File: config.mk
export PLATFORM = sky130hd
export DESIGN_NAME = alu
export DESIGN_NICKNAME = d
export VERILOG_FILES = /design/src/rtl/isa_pkg.sv /design/src/rtl/alu.sv
export SDC_FILE = /design/constraint.sdc
export NUM_CORES = 1
export LEC_CHECK = 0
export ABC_AREA = 1
export BUFFER_PORTS_ARGS = -buffer_cell sky130_fd_sc_hd__buf_2
export CORE_UTILIZATION = 59
export DETAILED_ROUTE_END_ITERATION = 8
export GPL_TIMING_DRIVEN = 0
export PLACE_DENSITY = 0.93
export RECOVER_POWER = 50
export REMOVE_ABC_BUFFERS = 1
export SYNTH_ARGS = -nofsm -noshare
export SYNTH_HDL_FRONTEND = slang
export SYNTH_SLANG_ARGS = --single-unit
File: constraint.sdc
create_clock -name vclk -period 4.1
set_clock_uncertainty 0.05 [all_clocks]
set_input_delay 0.82 -clock vclk [all_inputs]
set_output_delay 0.82 -clock vclk [all_outputs]
set_load 0.005 [all_outputs]
File: src/rtl/isa_pkg.sv
package isa_pkg;

    typedef logic [15:0] word_t;
    typedef logic [1:0]  reg_idx_t;

    typedef enum logic [3:0] {
        OP_BNE   = 4'd0,
        OP_BEQ   = 4'd1,
        OP_ADI   = 4'd4,
        OP_ORI   = 4'd5,
        OP_LHI   = 4'd6,
        OP_LWD   = 4'd7,
        OP_SWD   = 4'd8,
        OP_JMP   = 4'd9,
        OP_RTYPE = 4'd15
    } opcode_e;

    typedef enum logic [5:0] {
        FN_ADD = 6'd0,
        FN_SUB = 6'd1,
        FN_AND = 6'd2,
        FN_ORR = 6'd3,
        FN_NOT = 6'd4,
        FN_TCP = 6'd5,
        FN_SHL = 6'd6,
        FN_SHR = 6'd7,
        FN_WWD = 6'd28,
        FN_HLT = 6'd29
    } func_e;

    typedef enum logic [3:0] {
        ALU_ADD, ALU_SUB, ALU_AND, ALU_ORR,
        ALU_NOT, ALU_TCP, ALU_SHL, ALU_SHR,
        ALU_PASS_B,  // LHI
        ALU_OR_B     // ORI, zero-extends the low byte of b
    } alu_op_e;

    // ADD r0,r0,r0 in bubble slots, never valid
    localparam word_t NOP_INST = 16'hf000;

    //////////////////////////////////////////////////
    // Instruction fields

    function automatic opcode_e get_opcode(word_t inst);
        return opcode_e'(inst[15:12]);
    endfunction

    function automatic reg_idx_t get_rs(word_t inst);
        return inst[11:10];
    endfunction

    function automatic reg_idx_t get_rt(word_t inst);
        return inst[9:8];
    endfunction

    function automatic reg_idx_t get_rd(word_t inst);
        return inst[7:6];
    endfunction

    function automatic func_e get_func(word_t inst);
        return func_e'(inst[5:0]);
    endfunction

    function automatic logic [7:0] get_imm(word_t inst);
        return inst[7:0];
    endfunction

    function automatic logic [11:0] get_target(word_t inst);
        return inst[11:0];
    endfunction

endpackage

File: src/rtl/alu.sv
`timescale 1ns/1ps

module alu import isa_pkg::*; (
    input  alu_op_e op,
    input  word_t   a,
    input  word_t   b,
    output word_t   y
);

    always_comb begin
        case (op)
            ALU_ADD:    y = a + b;
            ALU_SUB:    y = a - b;
            ALU_AND:    y = a & b;
            ALU_ORR:    y = a | b;
            ALU_NOT:    y = ~a;
            ALU_TCP:    y = ~a + 16'd1;
            ALU_SHL:    y = {a[14:0], 1'b0};
            ALU_SHR:    y = {a[15], a[15:1]};  // Arithmetic
            ALU_PASS_B: y = b;
            ALU_OR_B:   y = a | {8'h00, b[7:0]};
            default:    y = '0;
        endcase
    end

endmodule

Word-level counts from Yosys, hierarchy flattened

Cells that the tools add are included.

Add/sub/neg operators: 3
Equal/unequal tests: 9
Mux-type cells: 1
Bitwise gates (word level): 4
Reductions and logical operators: 1

Operators with widths:

| operator              | count |
|---|---|
| $pmux 16 s10          | 1 |
| $add 16x1->16 const B | 1 |
| $add 16x16->16        | 1 |
| $and 16x16->16        | 1 |
| $eq 4x3->1 const B    | 4 |
| $not 16->16           | 1 |
| $or 16x16->16         | 1 |
| $or 16x8->16          | 1 |
| $sub 16x16->16        | 1 |
| $eq 4x2->1 const B    | 2 |
| $eq 4x4->1 const B    | 2 |
| $eq 4x1->1 const B    | 1 |
| $logic_not 4->1       | 1 |

Flip-flop bits (word level): 0
Bits of input ports: 36
Output and inout bits: 16
Word-level logic and storage cells: 18

Logic depth before layout (Yosys ltp)

Depth in word-level cells: 3
Mapped depth: 19
Gate-level depth less buffers: 19

Least setup slack after synthesis

OpenSTA, ideal clock, no wires.

Path kind: input to output
Start point: input b[0]
End point: output y[15]
Arrival: 2655 ps
Slack: 575 ps
Stages on the path: 17
Buffers on the path: 0
Cells stage by stage: inv_1 ha_1 nand3_1 nor2_1 nor2_1 xor2_1 inv_1 ha_1 a21oi_1 nand2_1 nand2_1 nand2_1 a21oi_1 inv_1 nand2_1 nand3_1 nand2_1

Longest elaborated chain between the ends: 2
Elaborated cells on any way between the ends: 3

Ends and longest elaborated chain:

| element                                                 | line                 | text |
|---|---|---|
| from (decl)                                             | alu.sv:6             | `input word_t b,` |
| $sub 16x16->16 / $add 16x16->16 (equally long branches) | alu.sv:13, alu.sv:12 |  |
| $pmux 16 s10 (*)                                        | alu.sv:11            | `case (op)` |
| to (decl)                                               | alu.sv:7             | `output word_t y` |

Mark *: on every way between the ends. The rest lies on a longest branch, timed or not.

Worst setup path in the final report

Start point: input b[5]
End point: output y[12]

The elaborated chain is that of the path after synthesis.

==> summary.txt <==
Hold Crit Start -> b[1]
# Max-Cap Violations -> 0
Routed Wire Length -> 8820 microns
# clk buffers -> 0
P&R area growth vs syn -> 16.6%
sequential area share after synthesis -> 0%
Die Y -> 67.0 microns
first-pass GRT wire length -> 13400 microns
CTS Hold Bufs -> 0
Final Critical Period -> 4.01 ns
Tot Pwr -> 0.000357 W
startpoint types -> input pin
final period utilization -> 97.7%
WS Path Type -> input pin to output port
Worst Hold Depth -> 4
Synth warnings -> 0
Starting Density -> 62.0%
cells after synthesis -> 493
vias per inst -> 6.33
Top cell by count, worst path -> nand2_1
Post-DP HPWL -> 6690 microns
I/O Buffers -> 52
Avg WL per Cell -> 14.9 microns
register area -> 0 sq um
global-route usage over all layers -> 38.3%
post-synth top area share -> 18.2%
Crit path arrival time -> 3.14 ns
leading area contributor after synthesis -> nand2_1
critical path's top delay family -> simple AND/OR/NAND/NOR gates
drt pass-1 iters -> 6
Die Wd -> 67.0 microns
initial antenna violation count -> 0
crit end category -> output port
remaining global-route overflow -> 0
remaining antenna violation count -> 0
Seq cells -> 0
Leak -> 1.56 nW
VDD IR max -> 61.1 uV
most common cell in the netlist -> nand2_1
final setup fails -> 0
critical path cell sequence -> buf_2 -> nor2_2 -> nand2_1 -> nor2_2 -> nand2_1 -> nand2_1 -> xor2_1 -> inv_1 -> ha_4 -> nand2_1 -> nor2_1 -> nand4_1 -> nand3_1 -> nand2_1 -> nand3_1 -> nand3_1 -> buf_2
final net count -> 601
fin. max-slew vios -> 0
layout cells sized above 1 -> 17.5%
DR DRC count -> 0
I/O pins -> 52
Power Density -> 123 mW/mm^2
setup_tns -> 0 ns
top cells by area, synth -> nand2_1 (18%), inv_1 (11%), nand3_1 (10%)
DR vias -> 3752
core area -> 0.00403 sq mm
Post-Syn Area -> 0.00250 sq mm
largest net degree at the start of global routing -> 16
Final Hold Viols -> 0
Synth top cells by count -> nand2_1 (121), inv_1 (70), nor2_1 (57)
Achievable Freq -> 0.250 GHz
status -> complete, no violations
Hold Path Sink -> y[1]
Hold Crit Class -> input pin to output port
gpl congestion -> 0.979
Site Rows -> 23
Worst Path Required -> 3.23 ns
number of distinct library cells after synthesis -> 35
slowest CP cell -> ha_4
vias in the first global route -> 3121
Slowest Stage Delay on Critical Path -> 0.30 ns
Worst Path Max Fanout -> 6
ant diodes -> 0
Tightest Pin Transition -> 0.557 ns
CP startpoint -> b[5]
Buf+Inv Stages, Crit Path -> 3
Initial DRC Count -> 507
max_slew headroom -> 62.8%
die area -> 0.00450 sq mm
Avg Cell Area, Syn -> 5.06 sq um
## kinds of logic after synthesis
kind of cell | Yosys count | synth area share (%)
xor gates and xnor gates | 13 | 4.56
and+or+nand+nor | 272 | 48.0
buffers and inverters | 83 | 12.9
adders and majority gates | 20 | 10.3
AOI/OAI and AO/OA | 105 | 24.2
## area by class of cell
cell class	count	area (sq um)
fillers	359	1120
inverters	78	295
multi-input cells	410	2270
well taps	50	62.6
repair buffers	55	284
## how the worst max path moves through the flow
stage | endpoint | cells past startpoint
floorplan | y[15] | 17
global route | y[14] | 17
finish | y[12] | 17
detailed placement | y[15] | 17
CTS | y[15] | 17
global placement | y[15] | 18
## through the flow
step / worst slack [ns] / cells / util, % / hold slack [ns] / instance area [sq um]
4_1_cts: -0.0151 / 591 / 69.8 / 1.91 / 2810
6_report: 0.0937 / 593 / 72.3 / 1.92 / 2910
5_1_grt: -0.0181 / 593 / 72.3 / 1.96 / 2910
3_5_place_dp: -0.0873 / 591 / 69.6 / 1.91 / 2810
2_1_floorplan: 0.537 / 488 / - / 1.70 / 2470
3_3_place_gp: -0.0542 / 590 / 69.2 / 1.91 / 2790
## report_power, final
| part | total [W] | internal (W) | switching (W) |
|---|---|---|---|
| registers | 0 | 0 | 0 |
| logic | 0.000357 | 0.000130 | 0.000227 |
| clock network | 0 | 0 | 0 |
## layout by cell type (no fill, tap or decap), types with 9 or more instances in the layout
cell,n
o22ai_1,10
inv_2,9
nor2_1,52
ha_1,14
a21oi_1,28
inv_1,68
nand4_1,12
buf_2,49
nor3_1,9
nand3_1,52
nand2_1,118
o21ai_0,37
xor2_1,12
## routing by layer
metal	up-vias	track usage, %	routed length [microns]
met2	302	64.4	4100
met3	46	6.16	1210
met4	0	15.4	274
met1	1656	47.7	3230
met5	-	0	0
li1	1748	-	-
## repair_timing
action	4_1_cts	5_1_grt
setup endpoints to repair	3	10
gates resized for setup	3	23
setup buffers	0	2
pin swaps	0	5
(Power assumes the default switching activity.)
