`config.mk`:
```
export PLATFORM = sky130hd
export DESIGN_NAME = data_memory
export DESIGN_NICKNAME = d
export VERILOG_FILES = /design/src/rtl/isa_pkg.sv /design/src/rtl/data_memory.sv
export SDC_FILE = /design/constraint.sdc
export NUM_CORES = 2
export LEC_CHECK = 0
export BUFFER_PORTS_ARGS = -buffer_cell sky130_fd_sc_hd__buf_2
export CAP_MARGIN = 20
export CORE_ASPECT_RATIO = 1.5
export CORE_MARGIN = 1.5
export CORE_UTILIZATION = 55
export DETAILED_ROUTE_END_ITERATION = 8
export GPL_TIMING_DRIVEN = 0
export PLACE_DENSITY = 0.69
export SYNTH_ARGS = -nofsm -noshare
export SYNTH_HDL_FRONTEND = slang
export SYNTH_SLANG_ARGS = --single-unit
```
`constraint.sdc`:
```
create_clock -name clk -period 4.5 [get_ports clk]
set_input_delay 0.9 -clock clk [delete_from_list [all_inputs] [get_ports clk]]
set_output_delay 0.9 -clock clk [all_outputs]
set_load 0.1 [all_outputs]
```
`src/rtl/isa_pkg.sv`:
```
package isa_pkg;

    typedef logic [15:0] word_t;
    typedef logic [1:0]  reg_idx_t;

    typedef enum logic [3:0] {
        OP_BNE   = 4'd0,
        OP_BEQ   = 4'd1,
        OP_ADI   = 4'd4,
        OP_ORI   = 4'd5,
        OP_LHI   = 4'd6,
        OP_LWD   = 4'd7,
        OP_SWD   = 4'd8,
        OP_JMP   = 4'd9,
        OP_RTYPE = 4'd15
    } opcode_e;

    typedef enum logic [5:0] {
        FN_ADD = 6'd0,
        FN_SUB = 6'd1,
        FN_AND = 6'd2,
        FN_ORR = 6'd3,
        FN_NOT = 6'd4,
        FN_TCP = 6'd5,
        FN_SHL = 6'd6,
        FN_SHR = 6'd7,
        FN_WWD = 6'd28,
        FN_HLT = 6'd29
    } func_e;

    typedef enum logic [3:0] {
        ALU_ADD, ALU_SUB, ALU_AND, ALU_ORR,
        ALU_NOT, ALU_TCP, ALU_SHL, ALU_SHR,
        ALU_PASS_B,  // LHI
        ALU_OR_B     // ORI, zero-extends the low byte of b
    } alu_op_e;

    // ADD r0,r0,r0 in bubble slots, never valid
    localparam word_t NOP_INST = 16'hf000;

    //////////////////////////////////////////////////
    // Instruction fields

    function automatic opcode_e get_opcode(word_t inst);
        return opcode_e'(inst[15:12]);
    endfunction

    function automatic reg_idx_t get_rs(word_t inst);
        return inst[11:10];
    endfunction

    function automatic reg_idx_t get_rt(word_t inst);
        return inst[9:8];
    endfunction

    function automatic reg_idx_t get_rd(word_t inst);
        return inst[7:6];
    endfunction

    function automatic func_e get_func(word_t inst);
        return func_e'(inst[5:0]);
    endfunction

    function automatic logic [7:0] get_imm(word_t inst);
        return inst[7:0];
    endfunction

    function automatic logic [11:0] get_target(word_t inst);
        return inst[11:0];
    endfunction

endpackage

```
`src/rtl/data_memory.sv`:
```
`timescale 1ns/1ps

module data_memory import isa_pkg::*; #(
    parameter int DMEM_ADDR_BITS = 8
) (
    input  logic  clk,
    input  logic  wr_en,
    input  word_t addr,
    input  word_t wr_data,
    output word_t rd_data
);

    localparam int DEPTH = 1 << DMEM_ADDR_BITS;

    word_t mem [DEPTH] = '{default: '0};
    logic [DMEM_ADDR_BITS-1:0] index;

    assign index   = addr[DMEM_ADDR_BITS-1:0];
    assign rd_data = mem[index];

    always_ff @(posedge clk) begin
        if (wr_en) begin
            mem[index] <= wr_data;
        end
    end

    // Upper address bits would silently alias
    assert property (@(posedge clk) wr_en |-> (addr >> DMEM_ADDR_BITS) == '0)
        else $error("data_memory: store address %h out of range", addr);

endmodule

```
# After elaboration in Yosys (flattened, before gate mapping)
# Memories as Yosys holds them, arrays and structs flattened.
# Index checks and enable logic that the tools add are counted.
# totals
regBits	0
ramBits	4096
inputBits	34
out_inout_bits	16
wordCells	3
n_memories	1
# op_classes
mux	2
# mem_list
name	words	width	read_ports	rd_clocked_by_memory_dff	write_ports	line	text
mem	256	16	1	0	1	data_memory.sv:15	word_t mem [DEPTH] = '{default: '0};
# ops
cell	count
$mux 1	2

# Longest topological paths before layout
# logic_depth
depth_word	2
ltp_mapped	10
mapped_depth_nobuf	5

# Worst setup path after synthesis
# Ideal clock, no wire load.
# synth_timing
path_kind	input to output
from	input port addr[1]
to	output port rd_data[0]
arrival_time_ns	3.690
required_ns	3.600
path_slack_ns	-0.090
path_stages	9
n_path_buf	4
path_cell_list	clkbuf_1 > buf_2 > clkbuf_1 > clkbuf_1 > mux4_2 > a22oi_1 > a21oi_1 > o41ai_1 > nand4_1
# synth_between
elab_chain_cells	1
# synth_rtl
element	line	text
from (decl)	data_memory.sv:8	input word_t addr,
$mem_v2 256x16	--	
to (decl)	data_memory.sv:10	output word_t rd_data
# No other way between the ends.

# Worst setup path after layout
# layout_timing
from	input port addr[0]
to	output port rd_data[10]
# The elaborated chain is that of the path after synthesis.

==> results.toml <==
[cells_and_area]
final_cell_mix = "4096 x edfxtp_1, 1024 x mux4_2, 377 x clkbuf_16"
fin_util_pct = 64.6
largest_reg_flops = 4096
top_register = "mem"
syn2layout_area_growth_pct = 16.7
drive_gt1_share_pct = 36.1
multi_input_area_sq_um = 33400
final_common_cell = "edfxtp_1"
fin_nets = 7468
seq_area_sq_um = 123000
final_area_sq_um = 181000
num-fill-cells = 17512
reg_top3 = "mem x4096"

[floorplanning]
core_region_area_sq_um = 280000
start_util_pct = 55.3
die_w_um = 437
row_count = 238
ioPinCount = 50
die_h_um = 653
dieArea_sq_um = 285000

[clock_tree]
cts_root_buffer = "clkbuf_16"
htreeDepth = 5
cts.sink_count = 4096
clk_pin_slew_worst_paths_ns = 0.06
clk_path_buf_depth = 4
numCtsBuffers = 360
cts_tree = "done"
cts_hold_buf = 0

[sta]
slew_violations = 0
hold_viol_final = 0
setup_slack_ns = -0.913
finalSetupViolations = 137
fmax_mhz = 185
final.setup.tns_ns = -20.42
slew_headroom_pct = 13.2
fin_crit_ns = 5.41
post-route-period-util_pct = 120
rsz0062_at_grt = "true"
tightest_slew_ns = 1.30

[placed_design]
dp_slack_ns = -2.83
place.gp.congestion = 0.946
io_buffer_count = 37
place_area_sq_um = 165000
hpwl_um = 296000

[worst_setup_path]
critical_path_class = "input pin to output pin"
endpoint = "rd_data[10]"
worstSetupEndpointType = "output pin"
required_ns = 3.60
max_stage_delay_ns = 0.51
cpLargestDelayFamily = "buffers and inverters"
critPathMaxFanout = 7
cp_common_cell = "buf_16"
start_kind = "input pin"
critPathArrivalTime_ns = 4.51
crit_cells = 13
cpMaxStageDelayCell = "nand4_1"
path_cells = "clkbuf_16, buf_16, buf_16, buf_6, buf_12, buf_4, mux4_2, a22oi_2, a21oi_2, o41ai_1, buf_2, nand4_1, buf_8"
startpoint = "addr[0]"
crit_buf_inv = 8

[synth]
syn_area_sq_um = 155000
ys_types = 21
yosys-top-cells-area = "edfxtp_1 79%, mux4_2 15%, a22oi_1 2.5%"
synth_top_area_share_pct = 79.3
syn-num-nets = 6745
synth_cells = 6711
ys_warn_count = 0
seq_area_frac_synth_pct = 79.3
synth_top_area_cell = "edfxtp_1"
ys_ff_latch = 4096
avgSynthCellArea_sq_um = 23.1

[pwr]
power.share.clock_pct = 39.3
switching_share_pct = 21.8
peakVddDrop_mv = 0.455
p_leak_nw = 55.5
pwr-share-seq_pct = 54.4
pwr-share-comb_pct = 6.3
power_w = 0.0773
power_switching_w = 0.0169
p_per_area_nw_per_um2 = 427
internal_power_w = 0.0604

[global_routing]
grt_pass1_wl_um = 611000
antenna_found_initial = 13
grt-ovfl-total = 0
grt_pass1_vias = 77471
grt_max_degree = 144
grt_usage_pct = 31.1

[hold_path]
hold_class = "input pin to flip-flop"

[route]
firstDrtPassIters = 6
ant_nets = 0
met3WireLength_um = 43500
via_count = 77071
drc = 0
drt-met1-wl_um = 143000
routedWlPerCell_um = 39.0
drt-initial-drc-count = 10322
totalWireLength_um = 446000
wl_met2_um = 217000
dr.max_layer_used = "met5"
avgViaCountPerCell = 6.74

[status]
status = "finished with violations"
violations = "setup timing"

[run]
maxCapViolations = 0
## what timing repair did
action	CTS	global route
pin swaps	80	74
gates cloned	5	1
endpoints found under the setup margin	2338	261
resized for setup	719	218
buffers inserted	19	69
## cell usage after synthesis
| cell | count |
|---|---|
| nand2b_1 | 6 |
| nor2b_1 | 7 |
| buf_6 | 25 |
| nor2_1 | 232 |
| o41ai_1 | 64 |
| and2_1 | 3 |
| or3_1 | 1 |
| nand4_1 | 16 |
| or2_2 | 2 |
| a22oi_1 | 512 |
| nand3_1 | 13 |
| mux4_2 | 1024 |
| buf_1 | 54 |
| buf_2 | 76 |
| nand2_1 | 28 |
| clkbuf_1 | 249 |
| nor3_1 | 30 |
| edfxtp_1 | 4096 |
| inv_1 | 1 |
| a21oi_1 | 256 |
| buf_4 | 16 |
## power by group through the flow
stage,Combinational (W),Sequential [W],Clock [W]
6_report,0.00485,0.0421,0.0304
5_1_grt,0.00494,0.0420,0.0318
4_1_cts,0.00463,0.0421,0.0305
3_5_place_dp,0.00421,0.0429,0
3_3_place_gp,0.00393,0.0430,0
2_1_floorplan,0.00201,0.0429,0
## stage by stage
step / hold slack (ns) / instances
2_1_floorplan: 0.999 / 6711
3_3_place_gp: 1.90 / 10468
3_5_place_dp: 1.10 / 10700
4_1_cts: 0.171 / 11357
5_1_grt: 0.204 / 11429
6_report: 0.214 / 11433
## area by class of cell
class                           instances  share of cell area (%)
Sequential cell                      4096                    68.0
Multi-Input combinational cell       2194                    18.4
Clock buffer                          438                    5.25
Timing Repair Buffer                  365                    2.95
Tap cell                             3720                    2.57
Buffer                                416                    1.86
Clock inverter                        198                   0.975
Antenna cell                            5                 0.00691
Inverter                                1                 0.00207
## routing by layer
metal / global-route usage (%) / vias up
met5: 0 / -
met4: 23.8 / 20
met3: 7.03 / 1120
met2: 50.0 / 4541
met1: 36.8 / 40994
li1: - / 30396
## kinds of logic (layout without fill, tap and decap cells)
family                 count (synthesis)  count (layout)  share of synthesized area (%)
muxes                               1024            1024                           14.9
DFF                                 4096            4096                           79.3
buffers and inverters                421            1418                           1.24
AOI/OAI and AO/OA                    832             832                           3.67
other                                  0               5                              0
and+or+nand+nor                      338             338                          0.909
## worst min-delay path by stage
| stage | from | end | depth (start not counted) |
|---|---|---|---|
| finish | wr_data[0] | mem[86][0] | 1 |
| global route | wr_data[0] | mem[86][0] | 1 |
| CTS | wr_data[0] | mem[87][0] | 1 |
| detailed placement | wr_data[0] | mem[87][0] | 1 |
| global placement | wr_en | mem[170][9] | 3 |
| floorplan | wr_data[0] | mem[0][0] | 0 |
Note: power is estimated with default switching activity, not from simulation.
