===== src/rtl/isa_pkg.sv =====
package isa_pkg;

    typedef logic [15:0] word_t;
    typedef logic [1:0]  reg_idx_t;

    typedef enum logic [3:0] {
        OP_BNE   = 4'd0,
        OP_BEQ   = 4'd1,
        OP_ADI   = 4'd4,
        OP_ORI   = 4'd5,
        OP_LHI   = 4'd6,
        OP_LWD   = 4'd7,
        OP_SWD   = 4'd8,
        OP_JMP   = 4'd9,
        OP_RTYPE = 4'd15
    } opcode_e;

    typedef enum logic [5:0] {
        FN_ADD = 6'd0,
        FN_SUB = 6'd1,
        FN_AND = 6'd2,
        FN_ORR = 6'd3,
        FN_NOT = 6'd4,
        FN_TCP = 6'd5,
        FN_SHL = 6'd6,
        FN_SHR = 6'd7,
        FN_WWD = 6'd28,
        FN_HLT = 6'd29
    } func_e;

    typedef enum logic [3:0] {
        ALU_ADD, ALU_SUB, ALU_AND, ALU_ORR,
        ALU_NOT, ALU_TCP, ALU_SHL, ALU_SHR,
        ALU_PASS_B,  // LHI
        ALU_OR_B     // ORI, zero-extends the low byte of b
    } alu_op_e;

    // ADD r0,r0,r0 in bubble slots, never valid
    localparam word_t NOP_INST = 16'hf000;

    //////////////////////////////////////////////////
    // Instruction fields

    function automatic opcode_e get_opcode(word_t inst);
        return opcode_e'(inst[15:12]);
    endfunction

    function automatic reg_idx_t get_rs(word_t inst);
        return inst[11:10];
    endfunction

    function automatic reg_idx_t get_rt(word_t inst);
        return inst[9:8];
    endfunction

    function automatic reg_idx_t get_rd(word_t inst);
        return inst[7:6];
    endfunction

    function automatic func_e get_func(word_t inst);
        return func_e'(inst[5:0]);
    endfunction

    function automatic logic [7:0] get_imm(word_t inst);
        return inst[7:0];
    endfunction

    function automatic logic [11:0] get_target(word_t inst);
        return inst[11:0];
    endfunction

endpackage


===== src/rtl/register_file.sv =====
`timescale 1ns/1ps

module register_file import isa_pkg::*; (
    input  logic     clk,
    input  logic     reset_n,
    input  reg_idx_t rd_addr_a,
    input  reg_idx_t rd_addr_b,
    input  logic     wr_en,
    input  reg_idx_t wr_addr,
    input  word_t    wr_data,
    output word_t    rd_data_a,
    output word_t    rd_data_b
);

    word_t regs [4];

    always_ff @(posedge clk) begin
        if (reset_n) begin
            for (int i = 0; i < 4; i++) begin
                regs[i] <= '0;
            end
        end else if (wr_en) begin
            regs[wr_addr] <= wr_data;
        end
    end

    // WB write seen by ID in the same cycle
    assign rd_data_a = (wr_en && wr_addr == rd_addr_a) ? wr_data : regs[rd_addr_a];
    assign rd_data_b = (wr_en && wr_addr == rd_addr_b) ? wr_data : regs[rd_addr_b];

endmodule


===== config.mk =====
export PLATFORM = sky130hd
export DESIGN_NAME = register_file
export DESIGN_NICKNAME = d
export VERILOG_FILES = /design/src/rtl/isa_pkg.sv /design/src/rtl/register_file.sv
export SDC_FILE = /design/constraint.sdc
export NUM_CORES = 1
export LEC_CHECK = 0
export BUFFER_PORTS_ARGS = -buffer_cell sky130_fd_sc_hd__clkbuf_2
export CAP_MARGIN = 10
export CORE_UTILIZATION = 55
export CTS_BUF_LIST = sky130_fd_sc_hd__clkbuf_2 sky130_fd_sc_hd__clkbuf_4 sky130_fd_sc_hd__clkbuf_8
export CTS_CLUSTER_DIAMETER = 150
export DETAILED_ROUTE_END_ITERATION = 8
export PLACE_DENSITY = 0.77
export SLEW_MARGIN = 20
export SYNTH_ARGS = -nofsm -noshare
export SYNTH_HDL_FRONTEND = slang
export SYNTH_SLANG_ARGS = --single-unit
export TNS_END_PERCENT = 100

===== constraint.sdc =====
create_clock -name clk -period 2.45 [get_ports clk]
set_input_delay 0.49 -clock clk [delete_from_list [all_inputs] [get_ports clk]]
set_output_delay 0.49 -clock clk [all_outputs]
set_load 0.01 [all_outputs]

# Yosys cells after proc, flatten, opt, wreduce, memory -nomap -nowiden

Memory sizes are Yosys's and may differ from the RTL's.
Cells that the tools add are included.

Eq/ne operators: 2
Mux-type cells: 10
Reductions and logical operators: 3

Operators with widths:

| kind                | number |
|---|---|
| 16-bit 2-to-1 mux   | 3 |
| 16-bit OR reduction | 1 |
| 1-bit 2-to-1 mux    | 6 |
| 2-bit == test       | 2 |
| 1-bit logical AND   | 2 |
| 2-bit 2-to-1 mux    | 1 |

Bits in registers: 0
Memory bits (writable): 64
Bits of input ports: 25
Output and inout bits: 32
Logic and storage cells: 16
Memories: 1

Memories:

| name | depth | bits a word | read ports | clocked after memory_dff | wr ports | line                | RTL |
|---|---|---|---|---|---|---|---|
| regs | 4     | 16          | 2          | 0                        | 4        | register_file.sv:15 | `word_t regs [4];` |

# Depth between registers and ports, before layout

Depth in word-level cells: 5
Depth in mapped cells: 5
Mapped depth without buffers: 3

# Worst setup path after synthesis

Ideal clock, no wire load.

Path kind: input port to output port
Start point: input rd_addr_b[1]
End point: output rd_data_b[5]
Arrival: 1.588 ns
Required time: 1.960 ns
Setup slack: 0.372 ns
Stages on the path: 4
Buffers on the path: 2
Cells stage by stage: buf_2 buf_1 mux4_2 mux2_2

Cells in the longest elaborated chain, start to end: 3
Elaborated cells on any way between the ends: 4
Classes of those cells: eq/ne: 1; mux: 1; reduce/logical: 1; memory: 1

Ends and longest elaborated chain:

| item                                                      | line                | RTL |
|---|---|---|
| start: declaration                                        | register_file.sv:7  | `input reg_idx_t rd_addr_b,` |
| branches (longest 2 deep; another with memory 4 x 16 bit) | n/a                 |  |
| 16-bit 2-to-1 mux (*)                                     | register_file.sv:29 | `assign rd_data_b = (wr_en && wr_addr == rd_addr_b) ? wr_data : regs[rd_addr_b];` |
| end: declaration                                          | register_file.sv:12 | `output word_t rd_data_b` |

Every way passes the cells marked *.

# Worst setup path after layout

Start point: input rd_addr_a[0]
End point: output rd_data_a[0]

Cells in the longest elaborated chain, start to end: 3
Elaborated cells on any way between the ends: 4
Classes of those cells: eq/ne: 1; mux: 1; reduce/logical: 1; memory: 1

Ends and longest elaborated chain:

| item                                                      | line                | RTL |
|---|---|---|
| start: declaration                                        | register_file.sv:6  | `input reg_idx_t rd_addr_a,` |
| branches (longest 2 deep; another with memory 4 x 16 bit) | n/a                 |  |
| 16-bit 2-to-1 mux (*)                                     | register_file.sv:28 | `assign rd_data_a = (wr_en && wr_addr == rd_addr_a) ? wr_data : regs[rd_addr_a];` |
| end: declaration                                          | register_file.sv:11 | `output word_t rd_data_a,` |

Marked as above.

==> metrics.csv <==
metric;value;unit
max_cap viols;0;
Setup Crit Path Kind;in2out;
Die W;85.3;um
CTS root buffer;clkbuf_8;
global placement routability congestion;0.725;
fin crit share;0.923;
Placed Cells;353;
max reg flops;64;
mean area per synthesized cell;17.3;sq um
first-pass GRT wire length;12100;um
library cells used by synthesis;19;
Via density;6.08;
top cell type's share of synthesized area;0.504;
Setup crit start kind;input pin;
area grow syn2layout;15.2;%
P_int;2.06;mW
total number of vias;2243;
final setup margin;0.189;ns
Max IR drop VDD;0.000404;V
Starting Density;0.584;
fmax;0.442;GHz
Syn Inst Count;221;
Filler cells;463;
slew of the pin with the lowest slew margin;0.515;ns
Synth area leaders;edfxtp_1 (50%), mux4_1 (19%), and2_1 (11%);
Core Region;0.00653;sq mm
Final min period;2.26;ns
P_sw;0.646;mW
CTS tree;done;
post-synthesis mux area share;0.326;
Post-Layout Cell Count;369;
Synth Area in Adders;0;
Crit. End Element;primary output;
Routed Antenna Nets;0;
Simple-Gate Fraction of Synth Area;0.128;
setup_tns;0;ns
clock-pin slew on the worst setup and hold paths;0.07;ns
hpwl dp;4990;um
flops & latches, synth;64;
Worst EP required;1.96;ns
total track usage;0.230;
post-CTS setup buffers;0;
P per Cell Area;616;mW/mm^2
Net Sw Frac;0.239;
Slew headroom;0.657;
DRC;0;
Largest regs;regs: 64 flops;
drt wl/cell;20.9;um
die footprint;0.00727;sq mm
Compound-Gate Fraction of Synth Area;0.00230;
grt ovf;0;
syn nets;246;
post-synthesis sequential area ratio;0.504;
Pins Over Slew Limit;0;
Post-Syn Area;0.00381;sq mm
Most flops, register;regs;
largest net degree at the start of global routing;18;
total wire length;7710;um
share of cells above drive strength 1;0.442;
area leader, netlist;edfxtp_1;
initial drt markers;126;
dpl ws;0.182;ns
Placement Rows;29;
Hold Fails Final Rpt;0;
H-tree depth;3;
YS warnings;0;
P_leak;1.80;nW
post-CTS sizing;0;
Synth Area in XOR/XNOR;0.00919;
largest family of logic cells by synthesized area;multiplexers;
Setup Viol. Count Final;0;
drt pass-1 iters;4;
Placed Area;0.00421;sq mm
IO Port Bufs;56;
clock sink count;64;
worst-path fanout max;16;
power share of the combinational group;0.191;
RSZ-0062 raised after global routing;no;
IO Pins;57;
Clock power frac;0.318;
initial antenna violation count;0;
CTS Buffer Depth;2;
TritonCTS buffer count;9;
fin area;0.00439;sq mm
Layout Utilization;0.673;
Critical Path AT;1.77;ns
status;finished, final reports clean;
ant diodes;0;
Die Y;85.3;um
Min-Delay Path Class;in2reg;
vias in the first global route;2310;
sequential share of power;0.490;
number of hold buffers added after CTS;0;
Nets;312;
[power groups by stage]
| stage | combinational [mW] | clock (mW) | sequential [mW] |
|---|---|---|---|
| after CTS | 0.523 | 0.873 | 1.33 |
| after global placement | 0.515 | 0 | 1.34 |
| after floorplan | 0.350 | 0 | 1.33 |
| final | 0.518 | 0.861 | 1.33 |
| after global routing | 0.552 | 0.921 | 1.34 |
| after detailed placement | 0.522 | 0 | 1.35 |
[per-layer routing]
metal  wire, um  global-route usage
met4        165               0.106
met2       4010               0.384
met5          0                   0
met3        329              0.0331
met1       3210               0.302
[stage by stage]
step	hold WS (ns)	total power [mW]
2_1_floorplan	0.688	1.68
3_3_place_gp	0.848	1.86
3_5_place_dp	0.849	1.87
4_1_cts	0.505	2.72
5_1_grt	0.510	2.81
6_report	0.512	2.70
[cells by family (layout without fill, tap and decap cells)]
| group | Yosys count | after routing |
|---|---|---|
| AND/OR/NAND/NOR | 74 | 74 |
| buffers and inverters | 14 | 85 |
| XOR/XNOR | 4 | 4 |
| AO/OA/AOI/OAI | 1 | 1 |
| multiplexers | 64 | 64 |
| flip-flops | 64 | 64 |
[path summary, 6_finish.rpt]
path,startpoint,endpoint,slack (ns),depth (start not counted)
worst max-delay path,rd_addr_a[0],rd_data_a[0],0.19,5
worst min-delay path,wr_data[13],regs[3][13]$_DFFE_PP_,0.51,2
[cells in the final DEF, fill, tap and decap left out, types with 4 or more instances in the layout]
cell	n
clkbuf_2	56
mux4_1	27
clkbuf_8	9
buf_4	10
and2_1	64
mux2_2	16
mux4_2	5
edfxtp_1	64
mux2_4	16
xnor2_1	4
[cell usage after synthesis (all sizes together)]
master / instances
clkbuf: 5
and2: 64
nor3b: 2
or2: 3
mux4: 32
mux2: 32
a31o: 1
edfxtp: 64
nand2b: 1
nor2b: 1
nor3: 1
xnor2: 4
nand3: 2
buf: 9
[critical path, cell delays in order]
cell and delay (ns):
clkbuf_2 0.12, buf_12 0.18, mux4_1 0.56, mux2_2 0.29
clkbuf_2 0.13
[cell type report]
class | instances | area, sq um | area share
flip-flops and latches | 64 | 1920 | 0.437
repair buffers | 69 | 415 | 0.0946
clock inverters | 5 | 47.5 | 0.0108
clock buffers | 11 | 139 | 0.0316
well taps | 77 | 96.3 | 0.0219
multi-input cells | 143 | 1770 | 0.404
(Power assumes the default switching activity.)
