<file path="src/rtl/isa_pkg.sv">
package isa_pkg;

    typedef logic [15:0] word_t;
    typedef logic [1:0]  reg_idx_t;

    typedef enum logic [3:0] {
        OP_BNE   = 4'd0,
        OP_BEQ   = 4'd1,
        OP_ADI   = 4'd4,
        OP_ORI   = 4'd5,
        OP_LHI   = 4'd6,
        OP_LWD   = 4'd7,
        OP_SWD   = 4'd8,
        OP_JMP   = 4'd9,
        OP_RTYPE = 4'd15
    } opcode_e;

    typedef enum logic [5:0] {
        FN_ADD = 6'd0,
        FN_SUB = 6'd1,
        FN_AND = 6'd2,
        FN_ORR = 6'd3,
        FN_NOT = 6'd4,
        FN_TCP = 6'd5,
        FN_SHL = 6'd6,
        FN_SHR = 6'd7,
        FN_WWD = 6'd28,
        FN_HLT = 6'd29
    } func_e;

    typedef enum logic [3:0] {
        ALU_ADD, ALU_SUB, ALU_AND, ALU_ORR,
        ALU_NOT, ALU_TCP, ALU_SHL, ALU_SHR,
        ALU_PASS_B,  // LHI
        ALU_OR_B     // ORI, zero-extends the low byte of b
    } alu_op_e;

    // ADD r0,r0,r0 in bubble slots, never valid
    localparam word_t NOP_INST = 16'hf000;

    //////////////////////////////////////////////////
    // Instruction fields

    function automatic opcode_e get_opcode(word_t inst);
        return opcode_e'(inst[15:12]);
    endfunction

    function automatic reg_idx_t get_rs(word_t inst);
        return inst[11:10];
    endfunction

    function automatic reg_idx_t get_rt(word_t inst);
        return inst[9:8];
    endfunction

    function automatic reg_idx_t get_rd(word_t inst);
        return inst[7:6];
    endfunction

    function automatic func_e get_func(word_t inst);
        return func_e'(inst[5:0]);
    endfunction

    function automatic logic [7:0] get_imm(word_t inst);
        return inst[7:0];
    endfunction

    function automatic logic [11:0] get_target(word_t inst);
        return inst[11:0];
    endfunction

endpackage

</file>
<file path="src/rtl/pipe_pkg.sv">
package pipe_pkg;

    import isa_pkg::*;

    // Forward selects for the EX operands
    localparam logic [1:0] FWD_NONE = 2'd0;
    localparam logic [1:0] FWD_WB   = 2'd1;
    localparam logic [1:0] FWD_MEM  = 2'd2;

    typedef struct packed {
        alu_op_e alu_op;
        logic    alu_src_imm;
        logic    mem_read;
        logic    mem_write;
        logic    reg_write;
        logic    dest_is_rd;   // else rt
        logic    is_branch_eq;
        logic    is_branch_ne;
        logic    is_jump;
        logic    is_wwd;
        logic    is_halt;
    } ctrl_t;

    typedef struct packed {
        logic     valid;
        ctrl_t    ctrl;
        word_t    pc;
        reg_idx_t rs;
        reg_idx_t rt;
        reg_idx_t rd;
        word_t    rs_val;
        word_t    rt_val;
        word_t    imm_ext;
        word_t    jump_target;
    } id_ex_t;

    typedef struct packed {
        logic     valid;
        ctrl_t    ctrl;
        word_t    alu_out;
        word_t    store_val;
        reg_idx_t dest;
        word_t    wwd_val;
    } ex_mem_t;

    typedef struct packed {
        logic     valid;
        ctrl_t    ctrl;
        word_t    result;
        reg_idx_t dest;
        word_t    wwd_val;
    } mem_wb_t;

endpackage

</file>
<file path="src/rtl/control_decoder.sv">
`timescale 1ns/1ps

module control_decoder import isa_pkg::*, pipe_pkg::*; (
    input  word_t inst,
    output ctrl_t ctrl
);

    always_comb begin
        ctrl = '0;
        ctrl.alu_op = ALU_ADD;
        case (get_opcode(inst))
            OP_RTYPE: begin
                ctrl.reg_write  = 1'b1;
                ctrl.dest_is_rd = 1'b1;
                case (get_func(inst))
                    FN_ADD: ctrl.alu_op = ALU_ADD;
                    FN_SUB: ctrl.alu_op = ALU_SUB;
                    FN_AND: ctrl.alu_op = ALU_AND;
                    FN_ORR: ctrl.alu_op = ALU_ORR;
                    FN_NOT: ctrl.alu_op = ALU_NOT;
                    FN_TCP: ctrl.alu_op = ALU_TCP;
                    FN_SHL: ctrl.alu_op = ALU_SHL;
                    FN_SHR: ctrl.alu_op = ALU_SHR;
                    FN_WWD: begin
                        ctrl.reg_write = 1'b0;
                        ctrl.is_wwd    = 1'b1;
                    end
                    FN_HLT: begin
                        ctrl.reg_write = 1'b0;
                        ctrl.is_halt   = 1'b1;
                    end
                    default: ctrl.reg_write = 1'b0;  // Unused func codes
                endcase
            end
            OP_ADI: begin
                ctrl.alu_src_imm = 1'b1;
                ctrl.reg_write   = 1'b1;
            end
            OP_ORI: begin
                ctrl.alu_op      = ALU_OR_B;
                ctrl.alu_src_imm = 1'b1;
                ctrl.reg_write   = 1'b1;
            end
            OP_LHI: begin
                ctrl.alu_op      = ALU_PASS_B;
                ctrl.alu_src_imm = 1'b1;
                ctrl.reg_write   = 1'b1;
            end
            OP_LWD: begin
                ctrl.alu_src_imm = 1'b1;  // Address is rs + imm
                ctrl.mem_read    = 1'b1;
                ctrl.reg_write   = 1'b1;
            end
            OP_SWD: begin
                ctrl.alu_src_imm = 1'b1;
                ctrl.mem_write   = 1'b1;
            end
            OP_BEQ: ctrl.is_branch_eq = 1'b1;
            OP_BNE: ctrl.is_branch_ne = 1'b1;
            OP_JMP: ctrl.is_jump = 1'b1;
            default: ;
        endcase
    end

endmodule

</file>
<file path="config.mk">
export PLATFORM = sky130hd
export DESIGN_NAME = control_decoder
export DESIGN_NICKNAME = d
export VERILOG_FILES = /design/src/rtl/isa_pkg.sv /design/src/rtl/pipe_pkg.sv /design/src/rtl/control_decoder.sv
export SDC_FILE = /design/constraint.sdc
export NUM_CORES = 1
export LEC_CHECK = 0
export BUFFER_PORTS_ARGS = -buffer_cell sky130_fd_sc_hd__buf_2
export CORE_AREA = 2 2 39 41
export DETAILED_ROUTE_END_ITERATION = 7
export DIE_AREA = 0 0 41 43
export GPL_TIMING_DRIVEN = 0
export PLACE_DENSITY = 0.44
export SLEW_MARGIN = 20
export SYNTH_ARGS = -nofsm -noshare
export SYNTH_HDL_FRONTEND = slang
export SYNTH_SLANG_ARGS = --single-unit
</file>
<file path="constraint.sdc">
create_clock -name vclk -period 1.1
set_clock_uncertainty 0.1 [all_clocks]
set_input_delay 0.22 -clock vclk [all_inputs]
set_output_delay 0.22 -clock vclk [all_outputs]
set_load 0.005 [all_outputs]
</file>
=== Yosys cells after proc, flatten, opt, wreduce, memory -nomap -nowiden ===
Cells that the tools add are included.

* Flip-flop bits (word level): 0
* Bits in latches: 0
* Memory bits (writable): 0
* Memory bits (read-only): 0
* Input bits: 16
* Output and inout bits: 14
* Word-level logic and storage cells: 36
* Memories: 0

* $add $sub $neg: 0
* Multipliers: 0
* Div/mod/pow operators: 0
* $lt $le $gt $ge: 0
* Equal/unequal tests: 17
* Shift-type cells: 0
* Multiplexer cells: 14
* Bitwise gates (word level): 0
* Reductions and logical operators: 5

{| class="wikitable"
|+ Operator list
! kind !! number
|-
| 6-bit by 3-bit == test with 1-bit output (second input constant) || 4
|-
| 3-bit one-hot mux with 7 select lines || 1
|-
| 4-bit by 3-bit == test with 1-bit output (second input constant) || 4
|-
| 4-bit == test (second input constant) || 3
|-
| 6-bit by 2-bit == test with 1-bit output (second input constant) || 2
|-
| 6-bit by 5-bit == test with 1-bit output (second input constant) || 2
|-
| 4-bit one-hot mux with 3 select lines || 1
|-
| 1-bit 2-to-1 mux || 10
|-
| 8-bit OR reduction || 1
|-
| 6-bit by 1-bit == test with 1-bit output (second input constant) || 1
|-
| 6-bit logical NOT || 1
|-
| 5-bit OR reduction || 1
|-
| 4-bit by 1-bit == test with 1-bit output (second input constant) || 1
|-
| 4-bit logical NOT || 1
|-
| 4-bit OR reduction || 1
|-
| 2-bit 2-to-1 mux || 1
|-
| 1-bit one-hot mux with 2 select lines || 1
|}

=== Longest topological paths before layout ===
* Depth after elaboration: 4
* Gate-level depth with buffers: 2
* Depth with buffers taken out: 2

=== Worst setup path before layout ===
No wires, ideal clock.

* Path kind: input-to-output
* From: in inst[5]
* To: out ctrl[10] in the netlist's numbering
* Arrival time: 872 ps
* Required time: 780 ps
* Slack: -92 ps
* Stages: 2
* Cell sequence: or4b_1 o21ai_1

{| class="wikitable"
|+ RTL lines
! element !! line !! source
|-
| start: declaration || control_decoder.sv:4 || <nowiki>input word_t inst,</nowiki>
|-
| end: declaration || control_decoder.sv:5 || <nowiki>output ctrl_t ctrl</nowiki>
|}

==> flow_summary.yaml <==
drt:
  drc_errors: 0
  drt_iter0_markers: 0
  vias: 350
  vias_per_cell: 4.38
  wl_per_cell_microns: 9.85
  drtPass1Iterations: 1
  wirelength_microns: 788
  antenna_left: 0
sta:
  finalSetupViolCount: 8
  slew_headroom_pct: 86.5
  tightestPinTransition_ps: 201
  setup_tns_ps: -1280
  hold_violations: 0
  period_minus_slack_ps: 1400
  fmax_mhz: 717
  rsz0062_at_grt: "yes"
  slew_violations: 0
  fin_crit_sh_pct: 127
  setup_ws_ps: -295
pwr:
  swShare_pct: 39.3
  ir_drop_v: 0.000122
  p_int_uw: 103
  p_clk_share_pct: 0
  p_sw_uw: 67.1
  comb_power_share_pct: 100.0
  p_leak_nw: 0.290
  power_density_nw_per_um2: 294
  seq_power_share_pct: 0
yosys:
  ys_seq_area_share_pct: 0
  synth_area_per_cell_sq_um: 6.40
  ys_top_cells_by_area: "nand2b_1 14%, nand4_4 12%, nor3_1 12%"
  ys_warn_count: 0
  yosysTopAreaCellShare_pct: 14.5
  syn_inst: 27
  yosys.cell_types.count: 16
  synthesis.area_sq_um: 173
  syn-num-nets: 43
  yosys.area.top_type: "nand2b_1"
placement:
  io_buffers: 24
  gp_congestion: 0.617
  pre_cts_ws_ps: -321
  dp_cells: 67
  hpwl_microns: 528
  placement.cell_area_sq_um: 323
global_routing:
  grt_pass1_vias: 278
  grt_max_degree: 9
  grt_pass1_wl_mm: 1.21
  antenna_found_initial: 0
  overflow: 0
  grt_usage_pct: 8.99
setup_path:
  startpoint_type: "input pin"
  cp_data_required_time_ps: 780
  cp.arrival_ps: 1080
  cp_max_fo: 2
  end_kind: "output pin"
  critical_path_class: "in -> out"
run_status:
  status: "complete, but fails checks"
  violations: "negative setup slack"
floorplan:
  rows: 14
  dieArea_sq_um: 1760
  core_area_sq_um: 1380
  fp.dieW_microns: 41
  die_y_microns: 43
  ios: 30
  start_util_pct: 12.5
finish:
  finish.instance_area_sq_um: 579
  area_growth_pct: 236
  final_nets: 82
  drive_gt1_share_pct: 85.9
  stdcell_count: 80
  antennaDiodeCount: 0
  seq_area_sq_um: 0
  seq_cell_count: 0
  clock_buffers: 0
hold_path:
  hp-class: "in -> out"
run:
  maxCapViolations: 0
worst max-delay path: stages:
cell and delay (ps):
buf_6 90, or4b_4 530, o21ai_2 120, buf_2 120
layer usage:
| layer | up-vias | GRT usage (%) | share of wire, % | routed length, microns |
|---|---|---|---|---|
| met5 | - | 0 | 0 | 0 |
| met4 | 0 | 0 | 0 | 0 |
| met3 | 0 | 0 | 7.9 | 62 |
| met2 | 16 | 15.3 | 55 | 433 |
| met1 | 155 | 13.0 | 37 | 291 |
| li1 | 179 | - | - | - |
synthesized netlist by cell type (all sizes together):
master / number
nand2b: 4
nor3: 4
inv: 3
nor4: 3
nand4: 2
nor2: 2
o21ai: 2
a21oi: 1
nand2: 1
nand4b: 1
nand4bb: 1
o31ai: 1
or3: 1
or4b: 1
final cells by class:
cell class	instances	area, sq um
fill	147	805
timing repair buffer	37	299
multi-input combinational	24	249
tap	16	20.0
inverter	3	11.3
path summary, 6_finish.rpt:
| kind | from | to | slack, ps | depth (start not counted) |
|---|---|---|---|---|
| setup / recovery | inst[3] | ctrl[10] | -300 | 4 |
| hold / removal | inst[15] | ctrl[3] | 580 | 3 |
cell families (layout without fill, tap and decap cells):
| kind of cell | count (synthesis) | after routing | share of synthesized area (%) |
|---|---|---|---|
| AO/OA/AOI/OAI | 4 | 4 | 13.0 |
| AND/OR/NAND/NOR | 20 | 20 | 80.4 |
| buffers and inverters | 3 | 40 | 6.52 |
cell usage in the layout, fill, tap and decap left out, drive strengths merged:
master,synthesis,routed
nor2,2,2
nor3,4,4
or3,1,1
or4b,1,1
a21oi,1,1
o21ai,2,2
o31ai,1,1
nand4,2,2
nor4,3,3
nand4bb,1,1
nand4b,1,1
buf,0,37
nand2,1,1
nand2b,4,4
inv,3,3
power by group through the flow:
| stage | registers, mW | clock network (mW) | logic (mW) |
|---|---|---|---|
| final | 0 | 0 | 0.171 |
| after global routing | 0 | 0 | 0.184 |
| after detailed placement | 0 | 0 | 0.0819 |
| after CTS | 0 | 0 | 0.135 |
| after floorplan | 0 | 0 | 0.0297 |
| after global placement | 0 | 0 | 0.0813 |
what timing repair did:
item                       CTS  global route
hold buffers                 0             0
buffers inserted             8             5
setup endpoints to repair   13            12
gates resized for setup     21            15
pin swaps                    6             4
per-stage QoR:
step / util [%] / hold WS [ps] / power, mW
3_5_place_dp: 23.3 / 600 / 0.0819
4_1_cts: 34.4 / 589 / 0.135
6_report: 41.9 / 584 / 0.171
2_1_floorplan: - / 370 / 0.0297
3_3_place_gp: 23.3 / 597 / 0.0813
5_1_grt: 41.9 / 595 / 0.184
Note: power is estimated with default switching activity, not from simulation.
